### config.mk
export PLATFORM = sky130hd
export DESIGN_NAME = radio_core
export DESIGN_NICKNAME = d
export VERILOG_FILES = /design/src/radio_pkg.sv /design/src/gpio_atr.sv /design/src/radio_core.sv /design/src/radio_ctrl_proc.sv /design/src/radio_frontend.sv /design/src/radio_settings.sv /design/src/timekeeper.sv
export SDC_FILE = /design/constraint.sdc
export NUM_CORES = 1
export LEC_CHECK = 0
export ABC_AREA = 1
export BUFFER_PORTS_ARGS = -buffer_cell sky130_fd_sc_hd__buf_2
export CORE_ASPECT_RATIO = 1.25
export CORE_MARGIN = 2
export CORE_UTILIZATION = 48
export CTS_CLUSTER_DIAMETER = 30
export DETAILED_ROUTE_END_ITERATION = 7
export GPL_ROUTABILITY_DRIVEN = 0
export PLACE_DENSITY = 0.8
export SKIP_LAST_GASP = 1
export SYNTH_ARGS = -nofsm -noshare
export SYNTH_HDL_FRONTEND = slang
export SYNTH_SLANG_ARGS = --single-unit
### constraint.sdc
create_clock -name bus_clk -period 2.61 [get_ports bus_clk]
set_clock_uncertainty 0.2 [all_clocks]
set_input_delay 0.3915 -clock bus_clk [delete_from_list [all_inputs] [get_ports bus_clk]]
set_output_delay 0.3915 -clock bus_clk [all_outputs]
set_load 0.05 [all_outputs]
### src/radio_pkg.sv
/*
 * Radio core shared definitions
 * Setting bus addresses, bus widths, readback slots, reset defaults
 * and the 64-bit time word
 */

package radio_pkg;

   ////////////////////////////////////////////////////////////////////////////
   // Bus widths

   localparam int unsigned ADDR_W   = 8;
   localparam int unsigned DATA_W   = 32;
   localparam int unsigned SAMPLE_W = 32;   // I in the upper half, Q below
   localparam int unsigned RB_W     = 64;
   localparam int unsigned GPIO_W   = 32;
   localparam int unsigned RB_SEL_W = 3;

   ////////////////////////////////////////////////////////////////////////////
   // Setting bus addresses

   localparam logic [ADDR_W-1:0] SR_LOOPBACK   = 8'd6;
   localparam logic [ADDR_W-1:0] SR_ATR        = 8'd12;   // Idle, RX, TX, FDX, then DDR
   localparam logic [ADDR_W-1:0] SR_TEST       = 8'd21;
   localparam logic [ADDR_W-1:0] SR_CODEC_IDLE = 8'd22;
   localparam logic [ADDR_W-1:0] SR_READBACK   = 8'd32;
   localparam logic [ADDR_W-1:0] SR_TIME_HI    = 8'd128;
   localparam logic [ADDR_W-1:0] SR_TIME_LO    = 8'd129;
   localparam logic [ADDR_W-1:0] SR_TIME_CTRL  = 8'd130;

   // Bits of the time control word
   localparam int unsigned TIME_CTRL_NOW = 0;
   localparam int unsigned TIME_CTRL_PPS = 1;

   // Readback slots
   localparam logic [RB_SEL_W-1:0] RB_TEST     = 3'd0;
   localparam logic [RB_SEL_W-1:0] RB_TIME     = 3'd1;
   localparam logic [RB_SEL_W-1:0] RB_TIME_PPS = 3'd2;
   localparam logic [RB_SEL_W-1:0] RB_FRONTEND = 3'd3;
   localparam logic [RB_SEL_W-1:0] RB_GPIO     = 3'd4;

   // ATR pins come out of reset as outputs
   localparam logic [GPIO_W-1:0] GPIO_DDR_DEFAULT  = '1;
   localparam logic [GPIO_W-1:0] GPIO_IDLE_DEFAULT = '0;

   // Written as two halves, counted as one word
   typedef union packed {
      logic [63:0]      count;
      logic [1:0][31:0] halves;   // [1] high, [0] low
   } time_word_u;

endpackage

### src/gpio_atr.sv
/*
 * Front-end GPIO auto transmit/receive
 * Drives the pins from one of four state words picked by the run
 * state, with a direction register and registered input readback
 */

module gpio_atr (
   input  logic                         bus_clk,
   input  logic                         i_reset,
   input  logic                         i_set_stb,
   input  logic [radio_pkg::ADDR_W-1:0] i_set_addr,
   input  logic [radio_pkg::DATA_W-1:0] i_set_data,
   input  logic                         i_run_rx,
   input  logic                         i_run_tx,
   input  logic [radio_pkg::GPIO_W-1:0] i_gpio_in,
   output logic [radio_pkg::GPIO_W-1:0] o_gpio_out,
   output logic [radio_pkg::GPIO_W-1:0] o_gpio_ddr,
   output logic [radio_pkg::GPIO_W-1:0] o_gpio_rb
);

   logic [radio_pkg::GPIO_W-1:0] atr_idle;
   logic [radio_pkg::GPIO_W-1:0] atr_rx;
   logic [radio_pkg::GPIO_W-1:0] atr_tx;
   logic [radio_pkg::GPIO_W-1:0] atr_fdx;

   ////////////////////////////////////////////////////////////////////////////
   // State words and DDR at five addresses from SR_ATR up

   always_ff @(posedge bus_clk) begin
      if (i_reset) begin
         atr_idle   <= radio_pkg::GPIO_IDLE_DEFAULT;
         atr_rx     <= '0;
         atr_tx     <= '0;
         atr_fdx    <= '0;
         o_gpio_ddr <= radio_pkg::GPIO_DDR_DEFAULT;
      end else if (i_set_stb) begin
         case (i_set_addr)
            radio_pkg::SR_ATR:        atr_idle   <= i_set_data[radio_pkg::GPIO_W-1:0];
            radio_pkg::SR_ATR + 8'd1: atr_rx     <= i_set_data[radio_pkg::GPIO_W-1:0];
            radio_pkg::SR_ATR + 8'd2: atr_tx     <= i_set_data[radio_pkg::GPIO_W-1:0];
            radio_pkg::SR_ATR + 8'd3: atr_fdx    <= i_set_data[radio_pkg::GPIO_W-1:0];
            radio_pkg::SR_ATR + 8'd4: o_gpio_ddr <= i_set_data[radio_pkg::GPIO_W-1:0];
            default: ;
         endcase
      end
   end

   // Output word follows the run pair
   always_ff @(posedge bus_clk) begin
      if (i_reset) begin
         o_gpio_out <= radio_pkg::GPIO_IDLE_DEFAULT;
      end else begin
         case ({i_run_tx, i_run_rx})
            2'b00:   o_gpio_out <= atr_idle;
            2'b01:   o_gpio_out <= atr_rx;
            2'b10:   o_gpio_out <= atr_tx;
            default: o_gpio_out <= atr_fdx;   // Full duplex
         endcase
      end
   end

   // Pin readback
   always_ff @(posedge bus_clk) begin
      o_gpio_rb <= i_gpio_in;
   end

endmodule

### src/radio_core.sv
/*
 * Radio core control and housekeeping
 * Control port, settings, timekeeper, front-end GPIO and sample path
 */

module radio_core (
   input  logic                           bus_clk,
   input  logic                           i_reset,
   input  logic                           i_ctrl_stb,
   input  logic [radio_pkg::ADDR_W-1:0]   i_ctrl_addr,
   input  logic [radio_pkg::DATA_W-1:0]   i_ctrl_data,
   output logic                           o_resp_valid,
   output logic [radio_pkg::RB_W-1:0]     o_resp_data,
   input  logic [radio_pkg::SAMPLE_W-1:0] i_rx,
   input  logic [radio_pkg::SAMPLE_W-1:0] i_tx_sample,
   input  logic                           i_run_tx,
   input  logic                           i_run_rx,
   output logic [radio_pkg::SAMPLE_W-1:0] o_tx,
   output logic [radio_pkg::SAMPLE_W-1:0] o_rx_sample,
   input  logic                           i_pps,
   input  logic [radio_pkg::GPIO_W-1:0]   i_fe_gpio_in,
   output logic [radio_pkg::GPIO_W-1:0]   o_fe_gpio_out,
   output logic [radio_pkg::GPIO_W-1:0]   o_fe_gpio_ddr
);

   // Setting bus
   logic                         set_stb;
   logic [radio_pkg::ADDR_W-1:0] set_addr;
   logic [radio_pkg::DATA_W-1:0] set_data;

   logic [radio_pkg::RB_W-1:0]     readback;
   radio_pkg::time_word_u          time_now;
   radio_pkg::time_word_u          time_pps;
   logic                           loopback;
   logic [radio_pkg::SAMPLE_W-1:0] codec_idle;
   logic [radio_pkg::GPIO_W-1:0]   gpio_rb;

   radio_ctrl_proc u_ctrl (
      .bus_clk(bus_clk), .i_reset(i_reset),
      .i_ctrl_stb(i_ctrl_stb), .i_ctrl_addr(i_ctrl_addr), .i_ctrl_data(i_ctrl_data),
      .i_readback(readback),
      .o_set_stb(set_stb), .o_set_addr(set_addr), .o_set_data(set_data),
      .o_resp_valid(o_resp_valid), .o_resp_data(o_resp_data));

   radio_settings u_settings (
      .bus_clk(bus_clk), .i_reset(i_reset),
      .i_set_stb(set_stb), .i_set_addr(set_addr), .i_set_data(set_data),
      .i_time(time_now), .i_time_pps(time_pps),
      .i_tx(o_tx), .i_rx(i_rx), .i_gpio_rb(gpio_rb),
      .o_loopback(loopback), .o_codec_idle(codec_idle), .o_readback(readback));

   timekeeper u_time (
      .bus_clk(bus_clk), .i_reset(i_reset),
      .i_set_stb(set_stb), .i_set_addr(set_addr), .i_set_data(set_data),
      .i_pps(i_pps), .o_time(time_now), .o_time_pps(time_pps));

   gpio_atr u_fe_gpio (
      .bus_clk(bus_clk), .i_reset(i_reset),
      .i_set_stb(set_stb), .i_set_addr(set_addr), .i_set_data(set_data),
      .i_run_rx(i_run_rx), .i_run_tx(i_run_tx), .i_gpio_in(i_fe_gpio_in),
      .o_gpio_out(o_fe_gpio_out), .o_gpio_ddr(o_fe_gpio_ddr), .o_gpio_rb(gpio_rb));

   radio_frontend u_fe (
      .bus_clk(bus_clk), .i_reset(i_reset),
      .i_run_tx(i_run_tx), .i_tx_sample(i_tx_sample), .i_codec_idle(codec_idle),
      .i_loopback(loopback), .i_rx(i_rx),
      .o_tx(o_tx), .o_rx_sample(o_rx_sample));

endmodule

### src/radio_ctrl_proc.sv
/*
 * Control port processor
 * Puts each command on the setting bus and returns one readback word
 * per command, in command order
 */

module radio_ctrl_proc (
   input  logic                         bus_clk,
   input  logic                         i_reset,
   input  logic                         i_ctrl_stb,
   input  logic [radio_pkg::ADDR_W-1:0] i_ctrl_addr,
   input  logic [radio_pkg::DATA_W-1:0] i_ctrl_data,
   input  logic [radio_pkg::RB_W-1:0]   i_readback,
   output logic                         o_set_stb,
   output logic [radio_pkg::ADDR_W-1:0] o_set_addr,
   output logic [radio_pkg::DATA_W-1:0] o_set_data,
   output logic                         o_resp_valid,
   output logic [radio_pkg::RB_W-1:0]   o_resp_data
);

   logic rb_pend;   // Readback mux settling this cycle

   // Strobe pipeline with one stage per cycle of the command
   always_ff @(posedge bus_clk) begin
      if (i_reset) begin
         o_set_stb    <= 1'b0;
         rb_pend      <= 1'b0;
         o_resp_valid <= 1'b0;
      end else begin
         o_set_stb    <= i_ctrl_stb;
         rb_pend      <= o_set_stb;   // Registers take the write now
         o_resp_valid <= rb_pend;
      end
   end

   // Bus payload held between commands
   always_ff @(posedge bus_clk) begin
      if (i_ctrl_stb) begin
         o_set_addr <= i_ctrl_addr;
         o_set_data <= i_ctrl_data;
      end
   end

   // Readback reflects the write just applied
   always_ff @(posedge bus_clk) begin
      if (rb_pend) begin
         o_resp_data <= i_readback;
      end
   end

   // Every bus write gets its response once the readback cycle is over
   a_resp_follows_write : assert property (
      @(posedge bus_clk) disable iff (i_reset)
      o_set_stb |=> ##1 o_resp_valid
   );

endmodule

### src/radio_frontend.sv
/*
 * Radio front-end sample path
 * Registers the codec TX word and the RX sample, with digital loopback
 */

module radio_frontend (
   input  logic                           bus_clk,
   input  logic                           i_reset,
   input  logic                           i_run_tx,
   input  logic [radio_pkg::SAMPLE_W-1:0] i_tx_sample,
   input  logic [radio_pkg::SAMPLE_W-1:0] i_codec_idle,
   input  logic                           i_loopback,
   input  logic [radio_pkg::SAMPLE_W-1:0] i_rx,
   output logic [radio_pkg::SAMPLE_W-1:0] o_tx,
   output logic [radio_pkg::SAMPLE_W-1:0] o_rx_sample
);

   ////////////////////////////////////////////////////////////////////////////
   // TX toward the codec

   // Idle word keeps the DAC at a known level when not streaming
   always_ff @(posedge bus_clk) begin
      if (i_reset) begin
         o_tx <= '0;
      end else if (i_run_tx) begin
         o_tx <= i_tx_sample;
      end else begin
         o_tx <= i_codec_idle;
      end
   end

   ////////////////////////////////////////////////////////////////////////////
   // RX from the codec

   always_ff @(posedge bus_clk) begin
      if (i_loopback) begin
         o_rx_sample <= o_tx;   // Digital loopback
      end else begin
         o_rx_sample <= i_rx;
      end
   end

endmodule

### src/radio_settings.sv
/*
 * Radio settings bank
 * Loopback, test, codec idle and readback select registers,
 * plus the readback word mux
 */

module radio_settings (
   input  logic                           bus_clk,
   input  logic                           i_reset,
   input  logic                           i_set_stb,
   input  logic [radio_pkg::ADDR_W-1:0]   i_set_addr,
   input  logic [radio_pkg::DATA_W-1:0]   i_set_data,
   input  radio_pkg::time_word_u          i_time,
   input  radio_pkg::time_word_u          i_time_pps,
   input  logic [radio_pkg::SAMPLE_W-1:0] i_tx,
   input  logic [radio_pkg::SAMPLE_W-1:0] i_rx,
   input  logic [radio_pkg::GPIO_W-1:0]   i_gpio_rb,
   output logic                           o_loopback,
   output logic [radio_pkg::SAMPLE_W-1:0] o_codec_idle,
   output logic [radio_pkg::RB_W-1:0]     o_readback
);

   logic [radio_pkg::DATA_W-1:0]   test_q;
   logic [radio_pkg::RB_SEL_W-1:0] rb_sel;

   ////////////////////////////////////////////////////////////////////////////
   // Setting registers

   always_ff @(posedge bus_clk) begin
      if (i_reset) begin
         o_loopback   <= 1'b0;
         test_q       <= '0;
         o_codec_idle <= '0;
         rb_sel       <= '0;
      end else if (i_set_stb) begin
         case (i_set_addr)
            radio_pkg::SR_LOOPBACK:   o_loopback   <= i_set_data[0];   // TX to RX
            radio_pkg::SR_TEST:       test_q       <= i_set_data;
            radio_pkg::SR_CODEC_IDLE: o_codec_idle <= i_set_data[radio_pkg::SAMPLE_W-1:0];
            radio_pkg::SR_READBACK:   rb_sel       <= i_set_data[radio_pkg::RB_SEL_W-1:0];
            default: ;
         endcase
      end
   end

   ////////////////////////////////////////////////////////////////////////////
   // Readback mux

   always_comb begin
      case (rb_sel)
         radio_pkg::RB_TEST:
            o_readback = {{(radio_pkg::RB_W-radio_pkg::DATA_W){1'b0}}, test_q};
         radio_pkg::RB_TIME:
            o_readback = i_time.count;
         radio_pkg::RB_TIME_PPS:
            o_readback = i_time_pps.count;
         radio_pkg::RB_FRONTEND:
            o_readback = {i_tx, i_rx};   // TX above RX
         radio_pkg::RB_GPIO:
            o_readback = {{(radio_pkg::RB_W-radio_pkg::GPIO_W){1'b0}}, i_gpio_rb};
         default:
            o_readback = '0;   // Slots 5 to 7 unused
      endcase
   end

endmodule

### src/timekeeper.sv
/*
 * Timekeeper
 * Free-running 64-bit time, loaded now or at the next PPS edge,
 * with the time of the last PPS edge held for readback
 */

module timekeeper (
   input  logic                         bus_clk,
   input  logic                         i_reset,
   input  logic                         i_set_stb,
   input  logic [radio_pkg::ADDR_W-1:0] i_set_addr,
   input  logic [radio_pkg::DATA_W-1:0] i_set_data,
   input  logic                         i_pps,
   output radio_pkg::time_word_u        o_time,
   output radio_pkg::time_word_u        o_time_pps
);

   radio_pkg::time_word_u pending;   // Value for the next load
   logic pps_s1;
   logic pps_s2;
   logic pps_s3;
   logic pps_edge;
   logic pps_armed;   // Load waiting for PPS
   logic wr_ctrl;
   logic load_now;
   logic load_pps;

   assign pps_edge = pps_s2 & ~pps_s3;
   assign wr_ctrl  = i_set_stb && (i_set_addr == radio_pkg::SR_TIME_CTRL);
   assign load_now = wr_ctrl && i_set_data[radio_pkg::TIME_CTRL_NOW];
   assign load_pps = pps_edge && pps_armed;

   // Pending halves
   always_ff @(posedge bus_clk) begin
      if (i_reset) begin
         pending.count <= '0;
      end else if (i_set_stb) begin
         if (i_set_addr == radio_pkg::SR_TIME_HI) pending.halves[1] <= i_set_data;
         if (i_set_addr == radio_pkg::SR_TIME_LO) pending.halves[0] <= i_set_data;
      end
   end

   // PPS synchronizer and rise detect
   always_ff @(posedge bus_clk) begin
      if (i_reset) begin
         pps_s1 <= 1'b0;
         pps_s2 <= 1'b0;
         pps_s3 <= 1'b0;
      end else begin
         pps_s1 <= i_pps;
         pps_s2 <= pps_s1;
         pps_s3 <= pps_s2;
      end
   end

   ////////////////////////////////////////////////////////////////////////////
   // Time counter

   always_ff @(posedge bus_clk) begin
      if (i_reset) begin
         o_time.count     <= '0;
         o_time_pps.count <= '0;
         pps_armed        <= 1'b0;
      end else begin
         if (load_now || load_pps) o_time.count <= pending.count;
         else                      o_time.count <= o_time.count + 64'd1;
         if (pps_edge) o_time_pps <= o_time;   // Time seen at the edge
         if (wr_ctrl && i_set_data[radio_pkg::TIME_CTRL_PPS]) pps_armed <= 1'b1;
         else if (load_pps)                                   pps_armed <= 1'b0;
      end
   end

   a_time_counts : assert property (
      @(posedge bus_clk) disable iff (i_reset)
      !(load_now || load_pps) |=> o_time.count == $past(o_time.count) + 64'd1
   );

endmodule

==> flow_summary.toml <==
[setup_path]
rr_startpoint = "u_time.o_time[38]"
worstPathRequired_ns = 2.96
worst_setup_path_start_kind = "flop"
crit_path_end_kind = "flop"
criticalPathCategory = "flop to flop"
regToRegEndpoint = "u_time.o_time[55]"
cp_data_arrival_time_ns = 2.91
crit_fanout = 5
r2r_cells = 9
r2r_slack_ns = 0.05

[global_routing]
grt_max_degree = 98
grt_usage = 0.348
antenna_found_initial = 10
overflow = 0
grt_pass1_wl_um = 148000
grt_pass1_vias = 24900

[sta]
min_period_ns = 2.56
drv_slew = 0
finalCritPeriodShare = 0.980
slew_headroom = 0.180
setup_viol = 0
tns_ns = 0
finalHoldViolations = 0
worstMarginPinSlew_ns = 1.22
max_freq_mhz = 391
rsz0062_at_grt = "false"

[run]
cap_violations = 0

[placement]
numPortBuffers = 334
post-dp-hpwl_um = 62000

[synthesis]
yosys_warnings = 0
yosys_most_used_dff = "dfxtp_1"
syn_inst = 3384
synth_fp_nets = 3527
syn-cell-area_mm2 = 0.0261
avgSynthCellArea_um2 = 7.73
synth_seq_area_share = 0.544
synth_edf_count = 104
synth_area_leaders = "dfxtp_1 42%, edfxtp_1 12%, nor2_1 11%"
yosysMostFrequentCell = "nor2_1"
synthTopCellsByCount = "743 x nor2_1, 590 x nand2_1, 555 x dfxtp_1, 387 x o21ai_0, 266 x inv_1"
ys_ff_latch = 659
synthDistinctLibCells = 39
post-synth-top-area-fraction = 0.425
async_reset_ff_frac = 0
synth_top_area_cell = "dfxtp_1"

[pwr]
p_int_mw = 20.4
combPwrFrac = 0.046
p_leak_nw = 14.2
power_mw = 27.1
power.net_switching_mw = 6.70
clkPwrFrac = 0.551
irDropWorstVdd_mv = 0.547
power.density_mw_per_mm2 = 800
switching_share = 0.247
seqPwrFrac = 0.403

[routing]
drt_first_pass_iters = 8
drt.antenna.violating_nets = 0
drc_errors = 1
wl_per_cell_um = 21.3
num_vias = 26000
drt_iter0_drc = 3224
routed_wirelength_um = 99300
avgViaCountPerCell = 5.58

[layout]
area_growth_pct = 29.5
drive_gt1_frac = 0.165
fin_nets = 3979

[min_path]
whs_path_depth = 5
hold_end = "u_fe.o_tx[26]"
min_from = "i_run_tx"
min_path_type = "input pin to flop"

[floorplanning]
dieArea_mm2 = 0.0564
io_pins = 335
die_height_um = 265
die_x_um = 213
row_count = 95
start_util = 0.486
core_area_mm2 = 0.0538

[clock_network]
postCtsHoldBufs = 139
ctsResizeCount = 0
clock_sinks = 659
cts.path.max_buffers = 3
clkTransAtPathRegs_ns = 0.05
post-cts-setup-buffers = 0
h-tree-depth = 3
numCtsBuffers = 114
insertion_delay_ns = 0.67
cts_tree = "yes"
root_buffer = "clkbuf_16"

[outcome]
failed_checks = "design-rule violations"
status = "finished with violations"
cell usage in the layout (no fill, tap or decap), types with 11 or more instances in the layout:
cell           instances
o2111ai_1             32
xor2_1                18
clkbuf_1              18
a21oi_1              121
inv_2                 12
o21ai_0              387
o22ai_1               32
nand2_2               11
nor2_1               742
o21ai_1               49
nand2_1              590
nor2_2                13
buf_2                334
buf_4                 44
nand4_1               40
dfxtp_1              553
clkinv_2              16
inv_1                266
dlygate4sd3_1        139
buf_12                14
nand3_1              181
inv_6                 14
edfxtp_1             104
clkbuf_16            116
clkinvlp_4            15
power groups by stage:
stage	Clock, mW	Combinational [mW]	Sequential (mW)
floorplan	0	0.387	11.1
global placement	0	1.03	11.1
detailed placement	0	1.03	11.1
CTS	14.9	1.20	10.9
global route	15.5	1.34	10.9
finish	14.9	1.25	10.9
how the worst max path moves through the flow:
stage	start	endpoint	slack (ns)	cells after the start
6_report	u_time.o_time[38]	u_time.o_time[55]	0.05	9
5_1_grt	u_time.o_time[32]	u_time.o_time[55]	0.12	9
4_1_cts	u_fe.o_tx[9]	o_tx[9]	0.44	1
3_5_place_dp	u_ctrl.o_set_addr[0]	u_time.pending[46]	0.50	6
3_3_place_gp	u_ctrl.o_set_addr[0]	u_time.pending[46]	0.53	6
2_1_floorplan	u_ctrl.rb_pend	u_ctrl.o_resp_data[0]	0.30	0
metal layers:
metal  vias to the layer above  global-route usage  part of all wire
li1                      11900                   -                 -
met1                     11800               0.396              0.35
met2                      1809               0.537              0.44
met3                       499               0.115              0.12
met4                        10               0.271             0.087
met5                         -                   0           0.00063
layout make-up:
class,instances,area (um^2)
antenna,3,7.51
clock buffer,143,3090
clock inverter,73,811
fill,4240,20000
inverter,285,1080
multi-input combinational,2245,10000
sequential,659,14200
tap,727,910
timing repair buffer,531,3670
stage by stage:
step	std cells	util	hold WS [ns]	setup WS (ns)	instance area [um^2]
2_1_floorplan	3384	-	0.188	0.297	26100
3_3_place_gp	4308	0.530	0.201	0.531	28600
3_5_place_dp	4308	0.530	0.198	0.504	28600
4_1_cts	4663	0.629	0.106	0.436	33800
5_1_grt	4664	0.629	0.157	0.122	33900
6_report	4666	0.629	0.140	0.0532	33900
logic make-up after synthesis:
group | Yosys count | share of synthesized area
simple gates | 1601 | 0.251
buf+inv | 480 | 0.0722
xor+xnor | 20 | 0.00670
flops | 659 | 0.544
fa+ha+maj | 1 | 0.000478
compound gates | 623 | 0.126
state kept, by name (all words and copies together) (netlist names), 3 cells and up:
signal / count
u_fe_gpio.o_gpio_out: 32
u_settings.o_codec_idle: 32
u_time.pending: 64
u_fe.o_tx: 32
u_ctrl.o_resp_data: 64
u_ctrl.o_set_addr: 8
u_fe_gpio.atr_idle: 32
u_settings.rb_sel: 3
u_settings.test_q: 32
u_fe_gpio.o_gpio_ddr: 32
u_fe_gpio.atr_fdx: 32
u_fe_gpio.atr_rx: 32
u_fe_gpio.atr_tx: 32
u_fe_gpio.o_gpio_rb: 32
u_ctrl.o_set_data: 32
u_time.o_time: 64
u_time.o_time_pps: 64
u_fe.o_rx_sample: 32
critical path, cell delays in order (launching register included):
cell	delay, ns
dfxtp_1	0.48
nand2_1	0.12
nor2_1	0.18
nand2_1	0.12
nor2_1	0.70
nand2_1	0.24
o21ai_1	0.19
nand3_1	0.09
nand2_1	0.06
inv_1	0.04
Power figures use the tool's default switching activity.
